### src/design/lsuPkg.sv
package lsuPkg;

  ////////////////////////////////////////////////////////////////////////////
  // Widths
  ////////////////////////////////////////////////////////////////////////////

  localparam int XLEN  = 32;                  // Data and address width
  localparam int BYTES = XLEN / 8;            // Byte lanes per word

  localparam int FUNCT3_UNSIGNED = 2;         // Funct3 bit that selects zero extension

  ////////////////////////////////////////////////////////////////////////////
  // Command and size encodings
  ////////////////////////////////////////////////////////////////////////////

  // Read in the upper bit, write in the lower bit, idle is all zero
  typedef struct packed {
    logic read;                               // Load in this stage
    logic write;                              // Store in this stage
  } memRwT;

  typedef enum logic [1:0] {
    SIZE_BYTE = 2'b00,                        // lb, lbu, sb
    SIZE_HALF = 2'b01,                        // lh, lhu, sh
    SIZE_WORD = 2'b10                         // lw, sw
  } accessSizeT;

  // Reverse the byte order of a word, shared by the load and the store path
  function automatic logic [XLEN-1:0] byteSwap(input logic [XLEN-1:0] word);
    logic [XLEN-1:0] swapped;
    for (int i = 0; i < BYTES; i++) begin
      swapped[8*i +: 8] = word[XLEN-8*(i+1) +: 8];  // Lane i takes mirrored lane
    end
    return swapped;
  endfunction

endpackage

### src/design/loadFormat.sv
`timescale 1ns/1ps

module loadFormat import lsuPkg::*; (
  input  logic            clk,
  input  logic            reset,
  input  logic            StallW,             // Hold the W stage
  input  logic [XLEN-1:0] readWord,           // Word read from the DTIM
  input  logic [1:0]      adrLow,             // Byte offset in the word
  input  logic [2:0]      Funct3M,            // Size and signedness
  input  logic            BigEndianM,         // Swap byte order
  output logic [XLEN-1:0] ReadDataW           // Load result to writeback
);

  logic [XLEN-1:0] leWord;                    // Word in little-endian order
  logic [1:0]      laneAdr;                   // Offset after the swap
  logic [7:0]      byteM;                     // Addressed byte
  logic [15:0]     halfM;                     // Addressed halfword
  logic            unsignedM;                 // Zero extend
  logic [XLEN-1:0] ReadDataM;                 // Extended load result

  // Swapping the word mirrors the lanes, so the offset is mirrored too
  assign leWord  = BigEndianM ? byteSwap(readWord) : readWord;
  assign laneAdr = adrLow ^ {2{BigEndianM}};

  assign byteM = leWord[8*laneAdr +: 8];
  assign halfM = leWord[16*laneAdr[1] +: 16];

  assign unsignedM = Funct3M[FUNCT3_UNSIGNED];

  ////////////////////////////////////////////////////////////////////////////
  // Subword select and extension
  ////////////////////////////////////////////////////////////////////////////

  always_comb begin
    case (accessSizeT'(Funct3M[1:0]))
      SIZE_BYTE: ReadDataM = {{(XLEN-8){byteM[7] & ~unsignedM}}, byteM};
      SIZE_HALF: ReadDataM = {{(XLEN-16){halfM[15] & ~unsignedM}}, halfM};
      default:   ReadDataM = leWord;          // Full word
    endcase
  end

  ////////////////////////////////////////////////////////////////////////////
  // M to W read data register
  ////////////////////////////////////////////////////////////////////////////

  always_ff @(posedge clk) begin
    if (reset) begin
      ReadDataW <= '0;
    end else if (!StallW) begin
      ReadDataW <= ReadDataM;                 // Holds while W is stalled
    end
  end

endmodule

### config.mk
export PLATFORM = sky130hd
export DESIGN_NAME = loadFormat
export DESIGN_NICKNAME = d
export VERILOG_FILES = /design/src/design/lsuPkg.sv /design/src/design/loadFormat.sv
export SDC_FILE = /design/constraint.sdc
export NUM_CORES = 1
export LEC_CHECK = 0
export ABC_CLOCK_PERIOD_IN_PS = 1500
export BUFFER_PORTS_ARGS = -buffer_cell sky130_fd_sc_hd__buf_2
export CORE_ASPECT_RATIO = 1.75
export CORE_MARGIN = 2
export CORE_UTILIZATION = 40
export DETAILED_ROUTE_END_ITERATION = 16
export HOLD_SLACK_MARGIN = 0.06
export PLACE_DENSITY_LB_ADDON = 0.1
export SLEW_MARGIN = 40
export SYNTH_ARGS = -nofsm -noshare
export SYNTH_HDL_FRONTEND = slang
export SYNTH_SLANG_ARGS = --single-unit
### constraint.sdc
create_clock -name clk -period 1.5 [get_ports clk]
set_input_delay 0.3 -clock clk [delete_from_list [all_inputs] [get_ports clk]]
set_output_delay 0.3 -clock clk [all_outputs]
set_load 0.01 [all_outputs]
# After elaboration in Yosys (flattened, before gate mapping)
# Index checks and enable logic that the tools add are counted.
[word_totals] rom_bits=0 latchBits=0 out_inout_bits=32 n_memories=0 inputBits=41 elab_cells=11 ff_bits=32 mem_bits_rw=0
[op_classes] magnitude_cmp=0 eq_ne=1 n_mux=2 shifts=2 n_addsub=0 multipliers=0 n_reduce_logical=1 n_bitwise=4 div=0
[op_table] op="32-bit case mux with 2 select lines" count=1
[op_table] op="32-bit 2-to-1 mux" count=1
[op_table] op="32-bit by 6-bit variable part select with 16-bit output" count=1
[op_table] op="32-bit by 6-bit variable part select with 8-bit output" count=1
[op_table] op="1-bit AND" count=2
[op_table] op="2-bit by 1-bit == test with 1-bit output (second input constant)" count=1
[op_table] op="2-bit zero test" count=1
[op_table] op="2-bit XOR" count=1
[op_table] op="1-bit inverter" count=1

# Logic depth before layout (Yosys ltp)
[depth] ltp_word=4 depth_mapped=7 depth_no_buf=4

# Worst setup path after synthesis
# Ideal clock, no wire load.
[synth_timing] path_kind="input to register" from="in adrLow[1]" to="reg ReadDataW[16]" setup_ns=0.150 n_path_buf=2 required_time_ns=1.350 path_slack_ns=-0.087 t_arrival_ns=1.437 stages=6 cell_sequence="buf_6 mux2i_1 o22ai_2 o31ai_4 buf_6 a221oi_2"
[synth_via] elab_chain_cells=4 elab_cells_between_ends=6 cone_classes="shift (2); mux (1); bitwise (3)"
[synth_rtl] element="from (decl)" line_no="loadFormat.sv:8" source="input logic [1:0] adrLow,"
[synth_rtl] element="2-bit XOR *" line_no="loadFormat.sv:23" source="assign laneAdr = adrLow ^ {2{BigEndianM}};"
[synth_rtl] element="32-bit by 6-bit variable part select with 16-bit output / 32-bit by 6-bit variable part select with 8-bit output (equally long branches)" line_no="loadFormat.sv:26, loadFormat.sv:25"
[synth_rtl] element="1-bit AND, on equally long branches" line_no="loadFormat.sv:37, loadFormat.sv:36"
[synth_rtl] element="32-bit case mux with 2 select lines *" line_no="loadFormat.sv:35" source="case (accessSizeT'(Funct3M[1:0]))"
[synth_rtl] element="to (signal assigned)" line_no="loadFormat.sv:50" source="ReadDataW <= ReadDataM;"
[synth_rtl] element="to (decl)" line_no="loadFormat.sv:11" source="output logic [XLEN-1:0] ReadDataW"
# Every way passes the cells marked *; elsewhere a longest branch is shown, timed or not.
# A chain may end at the register's enable or synchronous reset.

# Worst setup path after layout
[layout_timing] from="in adrLow[1]" to="reg ReadDataW[15]"
[layout_via] elab_chain_cells=4 elab_cells_between_ends=5 cone_classes="shift (2); mux (1); bitwise (2)"
[layout_rtl] element="2-bit XOR *" line_no="loadFormat.sv:23"
[layout_rtl] element="32-bit by 6-bit variable part select with 8-bit output" line_no="loadFormat.sv:25" source="assign byteM = leWord[8*laneAdr +: 8];"
[layout_rtl] element="1-bit AND" line_no="loadFormat.sv:36" source="SIZE_BYTE: ReadDataM = {{(XLEN-8){byteM[7] & ~unsignedM}}, byteM};"
[layout_rtl] element="32-bit case mux with 2 select lines *" line_no="loadFormat.sv:35"
# Marks and branches as above.

==> summary.md <==
| Metric | Value |
|---|---|
| Via count of the first global-routing pass | `2,718` |
| Initial antenna violation count | `0` |
| Kind of path behind the tightest hold check | `in2reg` |
| Worst IR drop on VDD | `0.606 mV` |
| Commonest non-fill, non-tap cell in the layout | `buf_2` |
| Run status | `completed` |
| Number of distinct library cells after synthesis | `42` |
| Post-placement worst setup slack | `-0.335 ns` |
| Starting density of the core | `40.9%` |
| Sinks on the clock net | `32` |
| Portion of the post-synthesis area used by sequential elements | `25.8%` |
| Number of nets in the synthesized netlist | `340` |
| First drt pass iteration count | `4` |
| P per Cell Area | `781 mW/mm^2` |
| Largest driver fanout on the critical path | `8` |
| Clock period minus final worst setup slack | `1.50 ns` |
| Global-route total usage across every layer | `24.5%` |
| Arrival @ worst endpoint | `1.72 ns` |
| Biggest area contributors in the synthesized netlist | `dfxtp_1 26%, mux2i_1 9.7%, a221oi_2 6.0%` |
| Reg-to-reg setup timing slack | `0.37 ns` |
| Number of buffers created by CTS | `5` |
| Aggregate routed wire length | `8.29 mm` |
| Clock tree from TritonCTS | `yes` |
| Launching element of the worst setup path | `adrLow[1]` |
| Count of inserted antenna diode cells | `0` |
| Top register by number of flip-flops | `ReadDataW` |
| Post-synthesis to final-layout area growth | `36.4%` |
| Buffering stage count on the worst path with inverters included | `3` |
| Top delay family on crit path | `simple AND/OR/NAND/NOR gates` |
| Ordered cell list for the critical path | `buf_2, buf_4, or4_1, o221ai_4, buf_12, nor3_2, nor3_2` |
| Number of maximum-capacitance constraint violations | `0` |
| IO Port Bufs | `72` |
| Critical Path Sink Type | `register` |
| Maximum frequency from static timing analysis | `0.669 GHz` |
| Area of the mapped netlist | `0.00249 sq mm` |
| Die height | `108 um` |
| Post-layout total power | `2650 uW` |
| Share of layout cells above drive strength 1 | `40.8%` |
| Master cell of the clock root buffer | `clkbuf_8` |
| Worst-Skew Late Latency | `0.29 ns` |
| Vias | `2,719` |
| Registers with the highest flip-flop counts | `ReadDataW: 32 flops` |
| Fin Clk Skew | `0 ns` |
| Setup-violating endpoint count in the final report | `0` |
| Vias per cell | `5.62` |
| Largest register FFs | `32` |
| Core area | `0.00609 sq mm` |
| Final Max Tran Viols | `0` |
| Buffer levels on the longest clock path | `2` |
| Final layout net count | `444` |
| HPWL after DPL | `6.44 mm` |
| Beginning of the worst register-to-register path | `ReadDataW[6]` |
| Sum of overflow across all layers after global routing | `0` |
| Post-Route Hold Slack | `0.417 ns` |
| Most frequent cells in the layout | `72 x buf_2, 50 x buf_4, 35 x inv_1` |
| Die outline width | `63.6 um` |
| Final clock period utilization by the worst path | `99.7%` |
| CP max stage cell | `or4_1` |
| Library cell appearing most often on the critical path | `nor3_2` |
| Setup_tns | `0 ns` |
| Total number of H-tree levels | `2` |
| Synth top area share | `25.8%` |
| Post-synthesis cell count | `299` |
| Worst Setup Path Type | `in2reg` |
| Hold violation count in the final report | `0` |
| Synthesized flop and latch total | `32` |
| Transition time of the tightest slew-check pin | `0.492 ns` |
| Crit start category | `primary input` |
| Standard-cell row count | `38` |
| Global placer's final weighted congestion | `0.868` |
| Drt first-iter violations | `124` |
| Setup repair after global routing missed its margin | `yes` |
| Post-route setup slack | `0.00484 ns` |
| Number of DRC violations after detailed routing | `0` |
| Synthesis Warnings | `0` |
| Yosys top cell by area | `dfxtp_1` |
| Leakage power figure | `0.00152 uW` |
| Startpoint of the tightest hold check path | `readWord[17]` |
| Pin count of the biggest net entering global routing | `46` |
| Synthesized area per cell | `8.32 sq um` |
| Floorplan die area | `0.00689 sq mm` |
| Relative max-transition margin | `66.8%` |
| Routed length per instance | `17.1 um` |
| Required arrival time at the worst endpoint | `1.72 ns` |
| Largest stage delay, worst path | `0.52 ns` |
| Total I/O pin count | `73` |
| Global-route wire length before repair | `13.0 mm` |
| Total of hold buffers inserted after clock tree synthesis | `0` |
| Clk slew on worst S/H paths | `0.07 ns` |
| Number of nets still failing antenna checks after routing | `0` |
[through the flow]
| step | util (%) | area, sq um | instances |
|---|---|---|---|
| 4_1_cts | 55.7 | 3390 | 484 |
| 3_5_place_dp | 53.4 | 3250 | 474 |
| 2_1_floorplan | - | 2550 | 299 |
| 3_3_place_gp | 53.3 | 3240 | 473 |
| 5_1_grt | 55.8 | 3390 | 484 |
| 6_report | 55.8 | 3390 | 484 |
[metal layers]
metal / global-route usage (%) / share of wire, % / vias to the layer above
met1: 25.3 / 37 / 1297
met4: 12.9 / 4.1 / 0
li1: - / - / 1321
met2: 46.9 / 55 / 80
met5: 0 / 0 / -
met3: 3.23 / 3.7 / 21
[layout make-up]
cell class / count / area [sq um]
inverters: 35 / 131
well taps: 80 / 100
flip-flops and latches: 32 / 641
clock buffers: 6 / 72.6
repair buffers: 124 / 776
clock inverters: 2 / 35.0
multi-input cells: 205 / 1640
fillers: 624 / 2690
[worst register-to-register path, cell delays in order, from the launching register on]
cell and delay [ns]:
dfxtp_1 0.33, nor2b_1 0.07, or4_1 0.50, o311ai_1 0.12
[worst paths after layout]
kind | endpoint | depth (start not counted)
worst max-delay path | ReadDataW[15] | 7
worst min-delay path | ReadDataW[9] | 4
worst max register to register | ReadDataW[6] | 3
worst min register to register | ReadDataW[21] | 2
[logic make-up (layout without fill, tap and decap cells)]
family / Yosys count / in the layout / synth area share (%)
muxes: 36 / 36 / 15.1
xor gates and xnor gates: 1 / 1 / 0.352
buffers and inverters: 62 / 167 / 10.8
DFF: 32 / 32 / 25.8
and+or+nand+nor: 81 / 81 / 19.2
AOI/OAI and AO/OA: 87 / 87 / 28.9
[report_power, final]
part	switching [uW]	total [uW]	internal (uW)
Sequential	34.5	959	925
Clock	339	832	493
Combinational	464	860	395
Total	838	2650	1810
[what timing repair did]
action	in CTS	in global routing
pin swaps	2	0
setup buffers	2	0
setup endpoints to repair	5	5
resized for setup	0	2
[synth_stat cells]
library cell,number
a21o_1,2
a21oi_1,23
a221oi_1,8
a221oi_2,10
a22o_1,2
a22oi_1,5
buf_1,1
buf_2,10
buf_4,2
buf_6,2
clkbuf_1,12
dfxtp_1,32
inv_1,35
mux2_2,12
mux2i_1,24
nand2_1,17
nand2b_1,5
nand3_1,8
nand3b_1,1
nand4b_1,10
nor2_1,10
nor2b_1,4
nor3_1,4
nor3_2,2
nor3b_1,7
nor4_1,8
o211a_1,1
o211ai_1,6
o21ai_0,13
o21ai_1,1
o221ai_2,1
o22ai_2,1
o311ai_0,2
o311ai_2,1
o31ai_4,1
o32ai_1,1
o41a_1,7
o41ai_1,2
or3b_1,1
or4_1,3
or4b_1,1
xor2_1,1
Power figures use the tool's default switching activity.
