### src/design/lsuPkg.sv
package lsuPkg;

  ////////////////////////////////////////////////////////////////////////////
  // Widths
  ////////////////////////////////////////////////////////////////////////////

  localparam int XLEN  = 32;                  // Data and address width
  localparam int BYTES = XLEN / 8;            // Byte lanes per word

  localparam int FUNCT3_UNSIGNED = 2;         // Funct3 bit that selects zero extension

  ////////////////////////////////////////////////////////////////////////////
  // Command and size encodings
  ////////////////////////////////////////////////////////////////////////////

  // Read in the upper bit, write in the lower bit, idle is all zero
  typedef struct packed {
    logic read;                               // Load in this stage
    logic write;                              // Store in this stage
  } memRwT;

  typedef enum logic [1:0] {
    SIZE_BYTE = 2'b00,                        // lb, lbu, sb
    SIZE_HALF = 2'b01,                        // lh, lhu, sh
    SIZE_WORD = 2'b10                         // lw, sw
  } accessSizeT;

  // Reverse the byte order of a word, shared by the load and the store path
  function automatic logic [XLEN-1:0] byteSwap(input logic [XLEN-1:0] word);
    logic [XLEN-1:0] swapped;
    for (int i = 0; i < BYTES; i++) begin
      swapped[8*i +: 8] = word[XLEN-8*(i+1) +: 8];  // Lane i takes mirrored lane
    end
    return swapped;
  endfunction

endpackage

### src/design/dtimReqIf.sv
`timescale 1ns/1ps

// Write request from the memory stage into the DTIM
// Masked bytes are written at the rising edge while writeEn is high
interface dtimReqIf import lsuPkg::*; #(
  parameter int DtimWords = 256               // Words in the DTIM, power of two
);
  localparam int AdrBits = $clog2(DtimWords);

  logic [AdrBits-1:0] wordAdr;                // Word index in the DTIM
  logic [BYTES-1:0]   byteMask;               // One bit per byte lane
  logic [XLEN-1:0]    writeData;              // Formatted store data
  logic               writeEn;                // Commit the store this edge

  modport ctrl (
    output wordAdr, byteMask, writeData, writeEn
  );

  modport mem (
    input  wordAdr, byteMask, writeData, writeEn
  );

endinterface

### src/design/storeFormat.sv
`timescale 1ns/1ps

module storeFormat import lsuPkg::*; (
  input  logic [1:0]       adrLow,            // Byte offset in the word
  input  accessSizeT       size,              // Store size
  input  logic             BigEndianM,        // Swap byte order
  input  logic [XLEN-1:0]  WriteDataM,        // Raw store data
  output logic [BYTES-1:0] byteMask,          // Lanes to write
  output logic [XLEN-1:0]  writeData          // Data placed on every lane
);

  logic [XLEN-1:0] replicated;                // Subword copied across the word

  // Copy the subword into every lane it may land in
  always_comb begin
    case (size)
      SIZE_BYTE: replicated = {4{WriteDataM[7:0]}};
      SIZE_HALF: replicated = {2{WriteDataM[15:0]}};
      default:   replicated = WriteDataM;     // Word passes unchanged
    endcase
  end

  // MSB of the store ends up at the lowest address in big-endian mode
  assign writeData = BigEndianM ? byteSwap(replicated) : replicated;

  ////////////////////////////////////////////////////////////////////////////
  // Byte mask from address and size
  ////////////////////////////////////////////////////////////////////////////

  always_comb begin
    case (size)
      SIZE_BYTE: byteMask = 4'b0001 << adrLow;              // Single lane
      SIZE_HALF: byteMask = adrLow[1] ? 4'b1100 : 4'b0011;  // Upper or lower half
      default:   byteMask = 4'b1111;                        // Whole word
    endcase
  end

endmodule

### src/design/memStageCtrl.sv
`timescale 1ns/1ps

module memStageCtrl import lsuPkg::*; #(
  parameter int DtimWords = 256               // Words in the DTIM, power of two
) (
  input  logic            clk,
  input  logic            reset,
  input  logic            StallM,             // Hold the M stage
  input  logic            FlushM,             // Bubble into the M stage
  input  logic            FlushW,             // Kill the store leaving M
  input  logic [XLEN-1:0] IEUAdrE,            // Execute stage address
  input  memRwT           MemRWM,             // Memory stage command
  input  logic [2:0]      Funct3M,            // Size and signedness
  input  logic [XLEN-1:0] WriteDataM,         // Raw store data from the IEU
  input  logic            BigEndianM,         // Swap byte order
  output logic [XLEN-1:0] IEUAdrM,            // Memory stage address
  output logic            LoadMisalignedFaultM,
  output logic            StoreAmoMisalignedFaultM,
  dtimReqIf.ctrl          req                 // Write port of the DTIM
);

  localparam int AdrBits = $clog2(DtimWords);

  accessSizeT size;                           // Access size in M
  logic       misalignedM;                    // Address not aligned to size

  ////////////////////////////////////////////////////////////////////////////
  // E to M address register
  ////////////////////////////////////////////////////////////////////////////

  always_ff @(posedge clk) begin
    if (reset) begin
      IEUAdrM <= '0;
    end else if (!StallM) begin
      if (FlushM) begin
        IEUAdrM <= '0;                        // Flushed slot carries no address
      end else begin
        IEUAdrM <= IEUAdrE;
      end
    end
  end

  ////////////////////////////////////////////////////////////////////////////
  // Misalignment and store gating
  ////////////////////////////////////////////////////////////////////////////

  assign size = accessSizeT'(Funct3M[1:0]);

  always_comb begin
    case (size)
      SIZE_BYTE: misalignedM = 1'b0;          // Bytes are always aligned
      SIZE_HALF: misalignedM = IEUAdrM[0];    // Odd halfword address
      default:   misalignedM = |IEUAdrM[1:0]; // Word off a 4 byte boundary
    endcase
  end

  assign LoadMisalignedFaultM     = MemRWM.read & misalignedM;
  assign StoreAmoMisalignedFaultM = MemRWM.write & misalignedM;

  // Only an aligned store that survives the W flush reaches the memory
  assign req.writeEn = MemRWM.write & ~misalignedM & ~FlushW;
  assign req.wordAdr = IEUAdrM[2 +: AdrBits]; // Upper bits wrap modulo DtimWords

  storeFormat storeFormat_i (
    .adrLow     (IEUAdrM[1:0]),
    .size       (size),
    .BigEndianM (BigEndianM),
    .WriteDataM (WriteDataM),
    .byteMask   (req.byteMask),
    .writeData  (req.writeData)
  );

endmodule

### src/flat_wrapper.sv
// flat-port wrapper written by rule: the top's interface ports become plain ports
module memStageCtrl_flat import lsuPkg::*;
#(
  parameter int DtimWords = 256                                                 
)
  (clk, reset, StallM, FlushM, FlushW, IEUAdrE, MemRWM, Funct3M, WriteDataM, BigEndianM, IEUAdrM, LoadMisalignedFaultM, StoreAmoMisalignedFaultM, req_wordAdr, req_byteMask, req_writeData, req_writeEn);
  dtimReqIf #(.DtimWords(DtimWords)) req_i ();
  input  logic clk;
  input  logic reset;
  input  logic StallM;
  input  logic FlushM;
  input  logic FlushW;
  input  logic [XLEN-1:0] IEUAdrE;
  input  memRwT MemRWM;
  input  logic [2:0] Funct3M;
  input  logic [XLEN-1:0] WriteDataM;
  input  logic BigEndianM;
  output logic [XLEN-1:0] IEUAdrM;
  output logic LoadMisalignedFaultM;
  output logic StoreAmoMisalignedFaultM;
  output wire logic [$bits(req_i.wordAdr)-1:0] req_wordAdr;
  output wire logic [$bits(req_i.byteMask)-1:0] req_byteMask;
  output wire logic [$bits(req_i.writeData)-1:0] req_writeData;
  output wire logic [$bits(req_i.writeEn)-1:0] req_writeEn;
  assign req_wordAdr = req_i.wordAdr;
  assign req_byteMask = req_i.byteMask;
  assign req_writeData = req_i.writeData;
  assign req_writeEn = req_i.writeEn;
  memStageCtrl #(.DtimWords(DtimWords)) u_core (.clk(clk), .reset(reset), .StallM(StallM), .FlushM(FlushM), .FlushW(FlushW), .IEUAdrE(IEUAdrE), .MemRWM(MemRWM), .Funct3M(Funct3M), .WriteDataM(WriteDataM), .BigEndianM(BigEndianM), .IEUAdrM(IEUAdrM), .LoadMisalignedFaultM(LoadMisalignedFaultM), .StoreAmoMisalignedFaultM(StoreAmoMisalignedFaultM), .req(req_i));
endmodule
### config.mk
export PLATFORM = sky130hd
export DESIGN_NAME = memStageCtrl_flat
export DESIGN_NICKNAME = d
export VERILOG_FILES = /design/src/design/lsuPkg.sv /design/src/design/dtimReqIf.sv /design/src/design/storeFormat.sv /design/src/design/memStageCtrl.sv /design/src/flat_wrapper.sv
export SDC_FILE = /design/constraint.sdc
export NUM_CORES = 1
export LEC_CHECK = 0
export ABC_CLOCK_PERIOD_IN_PS = 1600
export BUFFER_PORTS_ARGS = -buffer_cell sky130_fd_sc_hd__buf_2
export CORE_UTILIZATION = 43
export DETAILED_ROUTE_END_ITERATION = 8
export PLACE_DENSITY = 0.88
export SYNTH_ARGS = -nofsm -noshare
export SYNTH_HDL_FRONTEND = slang
export SYNTH_SLANG_ARGS = --single-unit
### constraint.sdc
create_clock -name clk -period 1.6 [get_ports clk]
set_input_delay 0.24 -clock clk [delete_from_list [all_inputs] [get_ports clk]]
set_output_delay 0.24 -clock clk [all_outputs]
set_load 0.03 [all_outputs]
### Word level (Yosys, flattened, before mapping)

Index checks and enable logic that the tools add are counted.

* register bits: 32
* input port bits: 75
* output and inout bits: 79

* equal/unequal tests: 1
* shift-type cells: 1
* muxes and demuxes: 6
* bitwise operators: 6
* reductions and logical operators: 2

Operators with widths (count)
* two-way mux 32 bit: 2
* one-hot mux 32 bit (2 select lines): 1
* one-hot mux 4 bit (2 select lines): 1
* bitwise AND 1 bit: 4
* two-way mux 4 bit: 1
* << shifter 1 x 2 -> 4 bit, first input constant: 1
* == test 2 x 1 -> 1 bit, second input constant: 1
* logical NOT 2 bit: 1
* NOT 1 bit: 2
* one-hot mux 1 bit (2 select lines): 1
* OR reduction 2 bit: 1

### Longest topological paths before layout

* depth after elaboration: 5
* depth in mapped cells: 5
* mapped depth without buffers: 3

### Hierarchy

From an unflattened synthesis, not the netlist that was laid out.

* cells, all modules: 287
* area, all modules: 2258.4 um2

Modules (own cells, without submodules)
* memStageCtrl: times used 1, cells each 154, area an instance 1375.1 um2, sequential area each 640.6 um2
* storeFormat: times used 1, cells each 133, area an instance 883.3 um2, sequential area each 0.0 um2

### Least setup slack after synthesis

Ideal clock, no wire load.

* kind: input to output
* start point: in Funct3M[1]
* end point: out req_writeData[6]
* arrival: 1.444 ns
* required time: 1.360 ns
* setup slack: -0.084 ns
* cell stages on the path: 4
* cell sequence: buf_2 nand2_1 o22ai_1 a211oi_1

* longest elaborated chain between the ends: 3
* elaborated cells between the ends (all ways): 4
* those cells by class: eq/ne (1); mux (2); reduce/logical (1)

Ends and longest elaborated chain
* from (decl): line flat_wrapper.sv:15 `input logic [2:0] Funct3M;`
* == test 2 x 1 -> 1 bit or logical NOT 2 bit (tied branches): line storeFormat.sv:16 `case (size)`
* one-hot mux 32 bit (2 select lines) (*): line storeFormat.sv:16
* two-way mux 32 bit (*): line storeFormat.sv:24 `assign writeData = BigEndianM ? byteSwap(replicated) : replicated;`
* to (decl): line flat_wrapper.sv:23 `output wire logic [$bits(req_i.writeData)-1:0] req_writeData;`

Every way passes the cells marked *; elsewhere a longest branch is shown, timed or not.

### Worst setup path after layout

* start point: in BigEndianM
* end point: out req_writeData[26]

* longest elaborated chain between the ends: 1

Ends and longest elaborated chain
* from (decl): line flat_wrapper.sv:17 `input logic BigEndianM;`
* two-way mux 32 bit: line storeFormat.sv:24

No other way between the ends.

==> run metrics <==
initial core utilization=45.4%; max-cap viol count=0; failing checks=DRC; most common cell in the netlist=nor2_1; final setup fails=0; Worst Hold Slack=186 ps; dpl hpwl=5100 um; area share of the largest cell type after synthesis=31.8%; placed cell count=438; area occupied by multi-input gates=1270 um2; Setup Skew=0 ps; chip width=70.5 um; worst path bufs/invs=2; Hold Crit Class=primary input to flip-flop; Non-Filler Instances=446; die area=4970 um2; CP cell instances=buf_2 > nand2b_2 > o22ai_1 > a211oi_1 > buf_2; Pwr Density=839 nW/um2; drt total wl=6700 um; Filler Cells Inserted=375; status=finished, violations left; Async S/R FF share, synth=0%; initial antenna violation count=0; Setup TNS=0 ps; clock insertion delay at the later pin of the skew report=270 ps; post-synth top area cell=dfxtp_1; H-tree Lvls=2; Final Util=66.8%; metal2 WL=3380 um; startpoint type of the worst setup path=primary input; Power Total=2.49 mW; Worst-path clk slew=70 ps; Root Buffer=clkbuf_8; top post-synthesis cells by area=dfxtp_1 (32%), a22oi_1 (12%), nor2_1 (9.7%), mux2i_1 (7.9%), a211oi_1 (7.4%); metal1 wirelength=2570 um; largest net degree at the start of global routing=33; hold path startpoint=IEUAdrE[8]; RSZ-0062 raised after global routing=true; Final Instance Area=2970 um2; setup bufs post-CTS=0; post-synthesis sequential area ratio=31.8%; TritonCTS Buffers=5; CP max stage cell=nand2b_2; prevailing post-synth register cell=dfxtp_1; Port Buffer Count=152; Site Rows=24; Sink Count=32; Place WS=-33.0 ps; DRC viols=16; Synth Instances=255; number of global-route vias before repair=2360; first-iteration detailed-routing DRC count=200; Sequential cell area=641 um2; layout cells sized above 1=50.0%; CTS tree=yes; Total Routing Usage GR=26.5%; Hold Vio Cnt, Final=0; Max Clock Freq=0.631 GHz; Max FO, Critical Path=12; CP Data Required Time=1360 ps; die height=70.5 um; #FFs+latches synth=32; Via-to-Cell Ratio=5.71; crit path time final=1580 ps; slowest stage delay, CP=270 ps; drt wl/cell=15.0 um; antenna viol nets, final=0; first-pass detailed-route iteration total=7; crit end category=output pin; CP arrival=1340 ps; max reg flops=32; max_slew headroom=64.1%; Crit Path Class=primary input to output pin; number of distinct library cells after synthesis=23; Area after DPL=2840 um2; syn_area_per_cell=7.91 um2; worst vdd ir=0.000564 V; fin crit share=99.0%; Area growth syn-to-layout=47.2%; maximum clock path buffer count=2; Largest Register=u_core.IEUAdrM; DR top layer=met4; wire length on met3=554 um; Worst Setup SP=BigEndianM; Slew Viols, Final=0; I/O pin cnt=154; Top Registers=u_core.IEUAdrM (32); most frequent CP cell=buf_2; Setup WS post-layout=16.2 ps; slew of the pin with the lowest slew margin=538 ps; Static Leak=1.44 nW; vias=2546; Ant. Diodes=0; core area=4440 um2; synth warn=0; routability cong.=0.860; Cell Area, Synth=2020 um2; Syn Nets=330; FF-to-FF Start=u_core.IEUAdrM[0]$_SDFFE_PP0N_; # nets final=468; grt total ovfl=0; EDFF count, synth=0; Post-synth top cells=nor2_1 (52), dfxtp_1 (32), a22oi_1 (31), o22ai_1 (24), a211oi_1 (20); cell family with most CP delay=buffers and inverters; first-pass GRT wire length=10600 um
[final cells by class]
class                   instances  area share, %
clock buffers                   6           2.44
clock inverters                 2           1.18
inverters                       2          0.253
multi-input cells             189           42.7
flip-flops and latches         32           21.6
well taps                      52           2.19
repair buffers                163           29.6
[worst min-delay path: cells and delay by family]
family	cells	cell delay, ps
AOI/OAI and AO/OA	1	50
buffers and inverters	1	70
and+or+nand+nor	1	70
[power breakdown]
group,switching [mW],internal [mW]
combinational,0.578,0.314
clock,0.292,0.462
sequential,0.0180,0.827
[layout by cell type (no fill, tap or decap), drive strengths merged]
cell type  instances
a21o               3
a22oi             31
buf              160
o22ai             24
dfxtp             32
mux2i             16
and2               3
a211oi            24
o21bai             2
inv                2
nor3              16
clkbuf             9
a21oi             10
nor2              52
nand2b             3
bufinv             1
nand2              2
clkinv             1
nor2b              1
nor3b              2
[kinds of logic after synthesis]
logic type	synth area share (%)
AO/OA/AOI/OAI	33.2
multiplexers	7.94
flip-flops	31.8
AND/OR/NAND/NOR	16.9
buffers and inverters	10.1
[final timing paths]
kind / slack (ps) / cells past startpoint / endpoint
max: 20 / 5 / req_writeData[26]
min: 190 / 3 / u_core.IEUAdrM[8]$_SDFFE_PP0N_
max reg2reg: 860 / 2 / u_core.IEUAdrM[0]$_SDFFE_PP0N_
min reg2reg: 510 / 2 / u_core.IEUAdrM[30]$_SDFFE_PP0N_
[metal layers]
metal	global-route usage, %	up-vias
li1	-	1222
met2	45.8	119
met5	0	-
met1	31.1	1182
met4	10.7	0
met3	6.64	23
[what timing repair did]
| item | in CTS | in global routing |
|---|---|---|
| pin swaps | 0 | 0 |
| gates resized for setup | 1 | 7 |
| setup endpoints to repair | 2 | 19 |
| hold buffers | 0 | 0 |
| cloned | 0 | 0 |
(Power assumes the default switching activity.)
